File: src/verilog/video_timing_params.svh
`ifndef VIDEO_TIMING_PARAMS_SVH
`define VIDEO_TIMING_PARAMS_SVH

//////////////////////////////
// Raster geometry
//////////////////////////////

// 384 pixels per line, 264 lines per frame
`define H_LAST 9'd383
`define V_LAST 9'd263

//////////////////////////////
// Horizontal decode points
//////////////////////////////

`define HBLANK_START 9'd272
`define HBLANK_END 9'd368
`define HSYNC_START 9'd304
`define HSYNC_END 9'd336

//////////////////////////////
// Vertical decode points
//////////////////////////////

// Blank wraps through the frame end
`define VBLANK_START 9'd240
`define VBLANK_END 9'd16
`define VSYNC_START 9'd248
`define VSYNC_END 9'd0

// One-pixel strobes
`define HRESET_POS 9'd15
`define VRESET_POS 9'd304

`endif

File: src/verilog/video_timing_pkg.sv
`default_nettype none

package video_timing_pkg;

	// Pixel position within a line, 0 to 383
	typedef logic [8:0] hcount_t;

	// Line number within a frame, 0 to 263
	typedef logic [8:0] vcount_t;

	// Phase of the 48 MHz master divider
	typedef logic [2:0] div_count_t;

endpackage

`default_nettype wire

File: src/verilog/clock_enable_gen.sv
`timescale 1ns/1ns
`default_nettype none

module clock_enable_gen (
	input wire CLK_48M,
	input wire rst,
	output logic clk_24m,
	output logic clk_12m,
	output logic clk_6m,
	output logic pix_en
);

	// Free running master phase
	video_timing_pkg::div_count_t div;

	//////////////////////////////
	// Master divider
	//////////////////////////////

	always_ff @(posedge CLK_48M) begin
		if (rst) begin
			div <= '0;
		end else begin
			div <= div + 3'd1;
		end
	end

	// Divided clock levels straight off the counter bits
	assign clk_24m = div[0];
	assign clk_12m = div[1];
	assign clk_6m = div[2];

	//////////////////////////////
	// Pixel enable
	//////////////////////////////

	// Look one phase ahead so the register lines up with phase 7
	always_ff @(posedge CLK_48M) begin
		if (rst) begin
			pix_en <= 1'b0;
		end else begin
			pix_en <= (div == 3'd6);
		end
	end

endmodule

`default_nettype wire

File: src/verilog/raster_counter.sv
`timescale 1ns/1ns
`default_nettype none

`include "video_timing_params.svh"

module raster_counter (
	input wire CLK_48M,
	input wire rst,
	input wire pix_en,
	output video_timing_pkg::hcount_t hcount,
	output video_timing_pkg::vcount_t vcount
);

	// End of line and end of frame
	logic h_wrap;
	logic v_wrap;

	assign h_wrap = (hcount == `H_LAST);
	assign v_wrap = (vcount == `V_LAST);

	//////////////////////////////
	// Pixel counter
	//////////////////////////////

	always_ff @(posedge CLK_48M) begin
		if (rst) begin
			hcount <= '0;
		end else if (pix_en) begin
			if (h_wrap) begin
				hcount <= '0;
			end else begin
				hcount <= hcount + 9'd1;
			end
		end
	end

	//////////////////////////////
	// Line counter
	//////////////////////////////

	// Steps only as the pixel counter wraps
	always_ff @(posedge CLK_48M) begin
		if (rst) begin
			vcount <= '0;
		end else if (pix_en && h_wrap) begin
			if (v_wrap) begin
				vcount <= '0;
			end else begin
				vcount <= vcount + 9'd1;
			end
		end
	end

endmodule

`default_nettype wire

File: src/verilog/sync_decoder.sv
`timescale 1ns/1ns
`default_nettype none

`include "video_timing_params.svh"

module sync_decoder (
	input wire CLK_48M,
	input wire rst,
	input wire pix_en,
	input wire video_timing_pkg::hcount_t hcount,
	input wire video_timing_pkg::vcount_t vcount,
	output logic hblank_n,
	output logic hsync_n,
	output logic vblank_n,
	output logic vsync_n
);

	// Vertical levels only move on the first pixel of a line
	logic line_start;

	assign line_start = (hcount == 9'd0);

	//////////////////////////////
	// Horizontal blank
	//////////////////////////////

	always_ff @(posedge CLK_48M) begin
		if (rst) begin
			hblank_n <= 1'b1;
		end else if (pix_en) begin
			if (hcount == `HBLANK_START) begin
				hblank_n <= 1'b0;
			end else if (hcount == `HBLANK_END) begin
				hblank_n <= 1'b1;
			end
		end
	end

	//////////////////////////////
	// Horizontal sync
	//////////////////////////////

	// Sync pulse sits inside the blank window
	always_ff @(posedge CLK_48M) begin
		if (rst) begin
			hsync_n <= 1'b1;
		end else if (pix_en) begin
			if (hcount == `HSYNC_START) begin
				hsync_n <= 1'b0;
			end else if (hcount == `HSYNC_END) begin
				hsync_n <= 1'b1;
			end
		end
	end

	//////////////////////////////
	// Vertical blank and sync
	//////////////////////////////

	// Blank runs across the frame wrap, 240 round to 15
	always_ff @(posedge CLK_48M) begin
		if (rst) begin
			vblank_n <= 1'b1;
		end else if (pix_en && line_start) begin
			if (vcount == `VBLANK_START) begin
				vblank_n <= 1'b0;
			end else if (vcount == `VBLANK_END) begin
				vblank_n <= 1'b1;
			end
		end
	end

	// Released again on line 0
	always_ff @(posedge CLK_48M) begin
		if (rst) begin
			vsync_n <= 1'b1;
		end else if (pix_en && line_start) begin
			if (vcount == `VSYNC_START) begin
				vsync_n <= 1'b0;
			end else if (vcount == `VSYNC_END) begin
				vsync_n <= 1'b1;
			end
		end
	end

endmodule

`default_nettype wire

File: src/verilog/timing_control.sv
`timescale 1ns/1ns
`default_nettype none

`include "video_timing_params.svh"

module timing_control (
	input wire CLK_48M,
	input wire rst,
	input wire pix_en,
	input wire video_timing_pkg::hcount_t hcount,
	input wire video_timing_pkg::vcount_t vcount,
	input wire hblank_n,
	input wire hsync_n,
	input wire vblank_n,
	input wire vsync_n,
	output logic n_hsync,
	output logic n_vsync,
	output logic n_hblank,
	output logic n_vblank,
	output logic n_hreset,
	output logic n_vreset,
	output logic clk_1h,
	output logic clk_s1h,
	output logic clk_2h,
	output logic clk_s2h,
	output logic clk_4h,
	output logic clk_1v,
	output logic clk_4v,
	output logic clk_8v
);

	// Single pixel strobes
	logic hreset_hit;
	logic vreset_hit;

	assign hreset_hit = (hcount == `HRESET_POS);
	assign vreset_hit = (vcount == 9'd0) && (hcount == `VRESET_POS);

	//////////////////////////////
	// Output registers
	//////////////////////////////

	// All board strobes change on one pixel edge
	always_ff @(posedge CLK_48M) begin
		if (rst) begin
			n_hsync <= 1'b1;
			n_vsync <= 1'b1;
			n_hblank <= 1'b1;
			n_vblank <= 1'b1;
			// Reset strobes idle low
			n_hreset <= 1'b0;
			n_vreset <= 1'b0;
			clk_1h <= 1'b0;
			clk_s1h <= 1'b0;
			clk_2h <= 1'b0;
			clk_s2h <= 1'b0;
			clk_4h <= 1'b0;
			clk_1v <= 1'b0;
			clk_4v <= 1'b0;
			clk_8v <= 1'b0;
		end else if (pix_en) begin
			// Second stage for the decoded levels
			n_hsync <= hsync_n;
			n_vsync <= vsync_n;
			n_hblank <= hblank_n;
			n_vblank <= vblank_n;
			n_hreset <= hreset_hit;
			n_vreset <= vreset_hit;
			// Counter taps, S copies in phase with the plain ones
			clk_1h <= hcount[0];
			clk_s1h <= hcount[0];
			clk_2h <= hcount[1];
			clk_s2h <= hcount[1];
			clk_4h <= hcount[2];
			clk_1v <= vcount[0];
			clk_4v <= vcount[3];
			clk_8v <= vcount[7];
		end
	end

endmodule

`default_nettype wire

File: src/verilog/video_timing_gen.sv
`timescale 1ns/1ns
`default_nettype none

module video_timing_gen (
	input wire CLK_48M,
	input wire rst,
	output wire clk_24m,
	output wire clk_12m,
	output wire clk_6m,
	output wire n_hsync,
	output wire n_vsync,
	output wire n_hblank,
	output wire n_vblank,
	output wire n_hreset,
	output wire n_vreset,
	output wire clk_1h,
	output wire clk_s1h,
	output wire clk_2h,
	output wire clk_s2h,
	output wire clk_4h,
	output wire clk_1v,
	output wire clk_4v,
	output wire clk_8v
);

	// One pulse per pixel, every 8 master cycles
	wire pix_en;

	// Raster position
	wire video_timing_pkg::hcount_t hcount;
	wire video_timing_pkg::vcount_t vcount;

	// First stage sync and blank levels
	wire hblank_n;
	wire hsync_n;
	wire vblank_n;
	wire vsync_n;

	//////////////////////////////
	// Clocking and raster
	//////////////////////////////

	clock_enable_gen clk_gen0 (
		.CLK_48M(CLK_48M),
		.rst(rst),
		.clk_24m(clk_24m),
		.clk_12m(clk_12m),
		.clk_6m(clk_6m),
		.pix_en(pix_en)
	);

	raster_counter raster0 (
		.CLK_48M(CLK_48M),
		.rst(rst),
		.pix_en(pix_en),
		.hcount(hcount),
		.vcount(vcount)
	);

	//////////////////////////////
	// Decode and outputs
	//////////////////////////////

	sync_decoder sync0 (
		.CLK_48M(CLK_48M),
		.rst(rst),
		.pix_en(pix_en),
		.hcount(hcount),
		.vcount(vcount),
		.hblank_n(hblank_n),
		.hsync_n(hsync_n),
		.vblank_n(vblank_n),
		.vsync_n(vsync_n)
	);

	timing_control ctrl0 (
		.CLK_48M(CLK_48M),
		.rst(rst),
		.pix_en(pix_en),
		.hcount(hcount),
		.vcount(vcount),
		.hblank_n(hblank_n),
		.hsync_n(hsync_n),
		.vblank_n(vblank_n),
		.vsync_n(vsync_n),
		.n_hsync(n_hsync),
		.n_vsync(n_vsync),
		.n_hblank(n_hblank),
		.n_vblank(n_vblank),
		.n_hreset(n_hreset),
		.n_vreset(n_vreset),
		.clk_1h(clk_1h),
		.clk_s1h(clk_s1h),
		.clk_2h(clk_2h),
		.clk_s2h(clk_s2h),
		.clk_4h(clk_4h),
		.clk_1v(clk_1v),
		.clk_4v(clk_4v),
		.clk_8v(clk_8v)
	);

endmodule

`default_nettype wire

File: config.mk
export PLATFORM = sky130hd
export DESIGN_NAME = video_timing_gen
export DESIGN_NICKNAME = d
export VERILOG_FILES = /design/src/verilog/video_timing_pkg.sv /design/src/verilog/clock_enable_gen.sv /design/src/verilog/raster_counter.sv /design/src/verilog/sync_decoder.sv /design/src/verilog/timing_control.sv /design/src/verilog/video_timing_gen.sv
export VERILOG_INCLUDE_DIRS = /design/src /design/src/verilog
export SDC_FILE = /design/constraint.sdc
export NUM_CORES = 1
export LEC_CHECK = 0
export BUFFER_PORTS_ARGS = -buffer_cell sky130_fd_sc_hd__buf_2
export CORE_UTILIZATION = 55
export CTS_CLUSTER_DIAMETER = 60
export DETAILED_ROUTE_END_ITERATION = 8
export PLACE_DENSITY = 0.78
export SKIP_LAST_GASP = 1
export SYNTH_ARGS = -nofsm -noshare
export SYNTH_HDL_FRONTEND = slang
export SYNTH_HIERARCHICAL = 1
export SYNTH_SLANG_ARGS = --single-unit
File: constraint.sdc
create_clock -name CLK_48M -period 5.2 [get_ports CLK_48M]
set_clock_uncertainty 0.15 [all_clocks]
set_input_delay 1.04 -clock CLK_48M [delete_from_list [all_inputs] [get_ports CLK_48M]]
set_output_delay 1.04 -clock CLK_48M [all_outputs]
set_load 0.02 [all_outputs]
---- After elaboration in Yosys (flattened, before gate mapping) ----
Index checks and enable logic that the tools add are counted.
word-level totals
  memories ................................ 0
  bits in latches ......................... 0
  bits in writable memories ............... 0
  bits in registers ....................... 38
  memory bits (read-only) ................. 0
  logic and storage cells ................. 57
cells by class
  reductions and logical operators ........ 13
  div/mod/pow operators ................... 0
  muxes and demuxes ....................... 10
  eq/ne operators ......................... 11
  $lt $le $gt $ge ......................... 0
  add/sub/neg operators ................... 3
  bitwise gates (word level) .............. 0
  $mul .................................... 0
  shifts and indexed selects .............. 0
operators with widths
  cell                                           number
  == test 9 bit, second input constant           6
  adder 9 x 1 -> 9 bit, second input constant    2
  == test 9 x 8 -> 1 bit, second input constant  2
  zero test 9 bit                                2
  2-to-1 mux 9 bit                               2
  == test 9 x 4 -> 1 bit, second input constant  1
  == test 9 x 5 -> 1 bit, second input constant  1
  2-to-1 mux 1 bit                               8
  AND reduction 2 bit                            4
  nonzero test 2 bit                             4
  adder 3 x 1 -> 3 bit, second input constant    1
  == test 3 bit, second input constant           1
  logical AND 1 bit                              3

---- Depth between registers and ports, before layout ----
  depth in word-level cells ............... 3
  depth in mapped cells ................... 7

---- Modules after synthesis ----
The synthesis kept the hierarchy.
by module, submodules not included
  module            area each (µm²)  cells an instance  seq. area each (µm²)  times used
  raster_counter    857.1            100                360.3                 1
  timing_control    508.0            51                 240.2                 1
  sync_decoder      264.0            31                 80.1                  1
  clock_enable_gen  137.6            12                 80.1                  1

---- Worst setup path before layout ----
No wires, ideal clock.
  kind .................................... input -> register
  start ................................... input port rst
  end ..................................... register sync0.vblank_n
  required time ........................... 4.930 ns
  data arrival time ....................... 1.974 ns
  library setup time ...................... 0.120 ns
  buffers on the path ..................... 1
  stages on the path ...................... 3
  slack ................................... 2.956 ns
  path through ............................ buf_2 > or4_1 > a211o_1
RTL lines
  what                  line                   source
  from (decl)           video_timing_gen.sv:6  input wire rst,
  to (signal assigned)  sync_decoder.sv:63     vblank_n <= 1'b1;
  to (signal assigned)  sync_decoder.sv:66     vblank_n <= 1'b0;
  to (signal assigned)  sync_decoder.sv:68     vblank_n <= 1'b1;
  to (decl)             sync_decoder.sv:14     output logic vblank_n,

---- Worst setup path after layout ----
  start ................................... register clk_gen0.pix_en
  end ..................................... register raster0.vcount[7]
between the ends
  longest elaborated chain between the ends .. 1
ends and longest elaborated chain
  what                    line                    source
  from (decl)             clock_enable_gen.sv:10  output logic pix_en
  from (signal assigned)  clock_enable_gen.sv:42  pix_en <= (div == 3'd6);
  logical AND 1 bit       raster_counter.sv:45    end else if (pix_en && h_wrap) begin
  to (signal assigned)    raster_counter.sv:49    vcount <= vcount + 9'd1;
  to (decl)               raster_counter.sv:11    output video_timing_pkg::vcount_t vcount
Every way passes these cells.
A chain may end at the register's enable or synchronous reset.

==> impl_results.md <==
* Status: finished clean
* Critical path type: reg -> reg
* Power Internal at 0.0004144 W
* FMAX at 377.9 MHz
* Reg2reg end: raster0/vcount[7]$_SDFFE_PP0P_
* Antenna violations before repair at 0
* Commonest non-fill, non-tap cell in the layout: dfxtp_1
* GRT Total Usage at between 20% and 30%
* Clock root buffer: clkbuf_4
* Critical path's top delay family: simple AND/OR/NAND/NOR gates
* Setup TNS at 0 ns
* Max rail drop VDD at roughly 0.14 mV
* Initial Util at 57.87%
* Hold-fix buffers, CTS at 0
* RSZ-0062 raised after global routing: false
* Final Setup Violations at 0
* Die area at about 3400 µm²
* Gr ovfl total at 0
* Sequential share of power at 57.5%
* Design area at 1928 µm²
* Post-route DRC at 0
* Core area at approximately 3100 µm²
* Number of antenna diodes at 0
* CP Launch Point: clk_gen0/pix_en$_SDFF_PP0_
* Gate power share at 3.5%
* Initial DRT Pass Iterations at 4
* Largest net degree at the start of global routing at 51
* Die height at slightly below 60 µm
* Total power draw at 0.0005219 W
* CP Launch Type: flop
* Max_cap viols at 0
* Fillers at around 260
* Power Density at about 270 nW/µm²
* Worst setup EP type: flop
* Max FO, Critical Path at 24
* Fin. Hold Viols at 0
* CP max-delay cell: dfxtp_1
* Routed length per instance at roughly 14 µm
* Most frequent cells in the layout: dfxtp_1 (38), nor2_1 (18), buf_2 (18)
* Sw Pwr at 0.0001075 W
* Synth cell types at between 40 and 50
* Share of layout cells above drive strength 1 at 14.98%
* Initial drt markers at between 100 and 150
* Critical-path cell list: and3_1, nand3_1, or4_1, a21oi_1
* Slew @ Worst Pin at about 0.9 ns
* Min-delay worst type: reg -> reg
* Syn-to-layout area delta at 9.136%
* Clock Latency Late Sink at between 0.3 and 0.4 ns
* FF-to-FF path depth at 4
* Clk sinks at 38
* PostCTS Resize Cnt at 0
* First-pass GRT wire length at between 5000 and 6000 µm
* Post-Syn Area at 1767 µm²
* WP data arrival at roughly 2.8 ns
* Clock share of power at 39.0%
* Tmin final at approximately 2.6 ns
* Crit path to: raster0/vcount[7]$_SDFFE_PP0P_
* Layout Nets at about 210
* I/O Buffers at 18
* Final Core Density at between 60% and 70%
* Total CTS buffers at 5
* Vias/cell at between 5 and 6
* Via count at around 1500
* Cells after Synth at a little under 200
* # H-tree levels at 2
* Post-synthesis sequential area ratio at a little over two fifths
* Fin crit share at 50.89%
* Vias in the first global route at roughly 1300
* Ys Warns at 6
* Slew HR at between 40% and 50%
* Post-synth net total at 200
* Final HPWL from detailed placement at 2312 µm
* Switching share of power at between 20% and 30%
* Critical path depth at 4
* Synthesized flop and latch total at 38
* Worst R2R Setup Slack at 2.55 ns
* Routability cong. at roughly 0.82
* Buf/Inv on CP at 0
* Die Wd at slightly below 60 µm
* Total wire length at 3501 µm
* Total I/O pin count at 19
* Syn Area/Cell at roughly 9 µm²
* TritonCTS clock tree: done
* Worst EP required at about 5.3 ns
* Leak Pwr at 0.6726 nW
* CTS clk-pin slew, worst paths at around 0.10 ns
* Rows at 20
* Post-CTS Setup Bufs at 0
* Worst R2R Start: clk_gen0/pix_en$_SDFF_PP0_
* Max incr delay on CP at around 0.9 ns
* Max Slew Vio Count at 0
* Post-DP Area at approximately 1800 µm²
* Antenna-violating nets left at 0
* Max Root-Sink Buffers at 2
-- cell families (layout without fill, tap and decap cells) --
| kind of cell | Yosys count | count (layout) | share of synthesized area, % |
|---|---|---|---|
| XOR/XNOR | 9 | 9 | 4.461 |
| flip-flops | 38 | 38 | 43.06 |
| AO/OA/AOI/OAI | 27 | 27 | 10.41 |
| buffers and inverters | 17 | 30 | 4.745 |
| multiplexers | 7 | 7 | 3.966 |
| adder cells (fa/ha/maj) | 4 | 4 | 2.833 |
| AND/OR/NAND/NOR | 92 | 92 | 30.53 |
-- routing by layer --
metal  vias to the layer above  routed length (µm)  track usage [%]
met5                         -                   0                0
met4                         0                  58            10.88
met3                         7                 166            7.912
met2                        41                1664            35.14
met1                       684                1611            27.32
li1                        740                   -                -
-- worst min-delay path by stage --
stage	startpoint	endpoint	slack [ns]	depth (start not counted)
2_1_floorplan	sync0/vblank_n$_SDFFE_PP1P_	sync0/vblank_n$_SDFFE_PP1P_	0.29	1
3_3_place_gp	clk_gen0/div[0]$_SDFF_PP0_	clk_gen0/div[0]$_SDFF_PP0_	0.29	1
3_5_place_dp	clk_gen0/div[0]$_SDFF_PP0_	clk_gen0/div[0]$_SDFF_PP0_	0.30	1
4_1_cts	clk_gen0/div[0]$_SDFF_PP0_	clk_gen0/div[0]$_SDFF_PP0_	0.33	1
5_1_grt	clk_gen0/div[0]$_SDFF_PP0_	clk_gen0/div[0]$_SDFF_PP0_	0.35	1
6_report	clk_gen0/div[0]$_SDFF_PP0_	clk_gen0/div[0]$_SDFF_PP0_	0.32	1
-- Yosys cell counts (all sizes together) --
master  number  area share [%]
dfxtp       38              43
nor2        18             3.8
nand2       13             2.8
a21oi        9             2.5
buf          9             3.0
nor4         9             4.0
nand4        8             2.8
mux2i        7             4.0
nor2b        6             2.1
nor3         6             1.7
or4          6             2.6
a211o        5             2.5
inv          5             1.1
nand3        5             1.4
xor2         5             2.5
a211oi       4             1.7
ha           4             2.8
or3          4             1.5
xnor2        4             2.0
clkbuf       3            0.64
nand2b       3             1.1
nor4b        3             1.5
o31ai        3             1.3
o32ai        3             1.5
and3         2            0.71
and4         2             1.1
o21ai        2            0.57
and3b        1            0.50
and4b        1            0.57
nand3b       1            0.43
nand4b       1            0.50
o22ai        1            0.35
or2          1            0.35
or2b         1            0.50
or4b         1            0.57
-- power groups by stage --
| stage | clock network [W] | logic (W) | registers [W] |
|---|---|---|---|
| floorplan | 0 | 0.0000112 | 0.000309 |
| global placement | 0 | 0.0000176 | 0.000306 |
| detailed placement | 0 | 0.0000184 | 0.000307 |
| CTS | 0.000208 | 0.0000185 | 0.000300 |
| global route | 0.000222 | 0.0000207 | 0.000301 |
| finish | 0.000203 | 0.0000183 | 0.000300 |
-- worst reg2reg max path: stages (launching register included) --
cell	delay, ns
dfxtp_1	0.92
and3_1	0.42
nand3_1	0.34
or4_1	0.59
a21oi_1	0.15
-- sequential cells by signal, summed over array words and instances (netlist names) --
signal and count:
ctrl0/clk_8v 1, ctrl0/n_vsync 1, ctrl0/clk_1v 1, ctrl0/clk_4v 1, ctrl0/n_vreset 1, clk_gen0/pix_en 1
ctrl0/clk_s1h 1, sync0/hsync_n 1, ctrl0/n_hblank 1, ctrl0/clk_4h 1, raster0/vcount 9, sync0/vsync_n 1
ctrl0/n_vblank 1, sync0/hblank_n 1, clk_gen0/div 3, ctrl0/n_hsync 1, raster0/hcount 9, ctrl0/clk_s2h 1
ctrl0/n_hreset 1, sync0/vblank_n 1
-- layout make-up --
type | count | area (µm²) | share of cell area, %
repair buffers | 18 | 90.09 | 4.672
clock buffers | 6 | 51.30 | 2.661
multi-input cells | 139 | 922.1 | 47.83
well taps | 44 | 55.05 | 2.855
flip-flops and latches | 38 | 760.7 | 39.45
clock inverters | 1 | 30.03 | 1.557
inverters | 5 | 18.77 | 0.9734
-- through the flow --
stage	hold WS, ns	worst slack, ns	instances
5_1_grt	0.3458	2.373	251
3_5_place_dp	0.3017	2.613	244
3_3_place_gp	0.2925	2.655	244
6_report	0.3210	2.553	251
4_1_cts	0.3264	2.581	251
2_1_floorplan	0.2875	2.956	194
No activity file was read; power rests on OpenSTA's default activity.
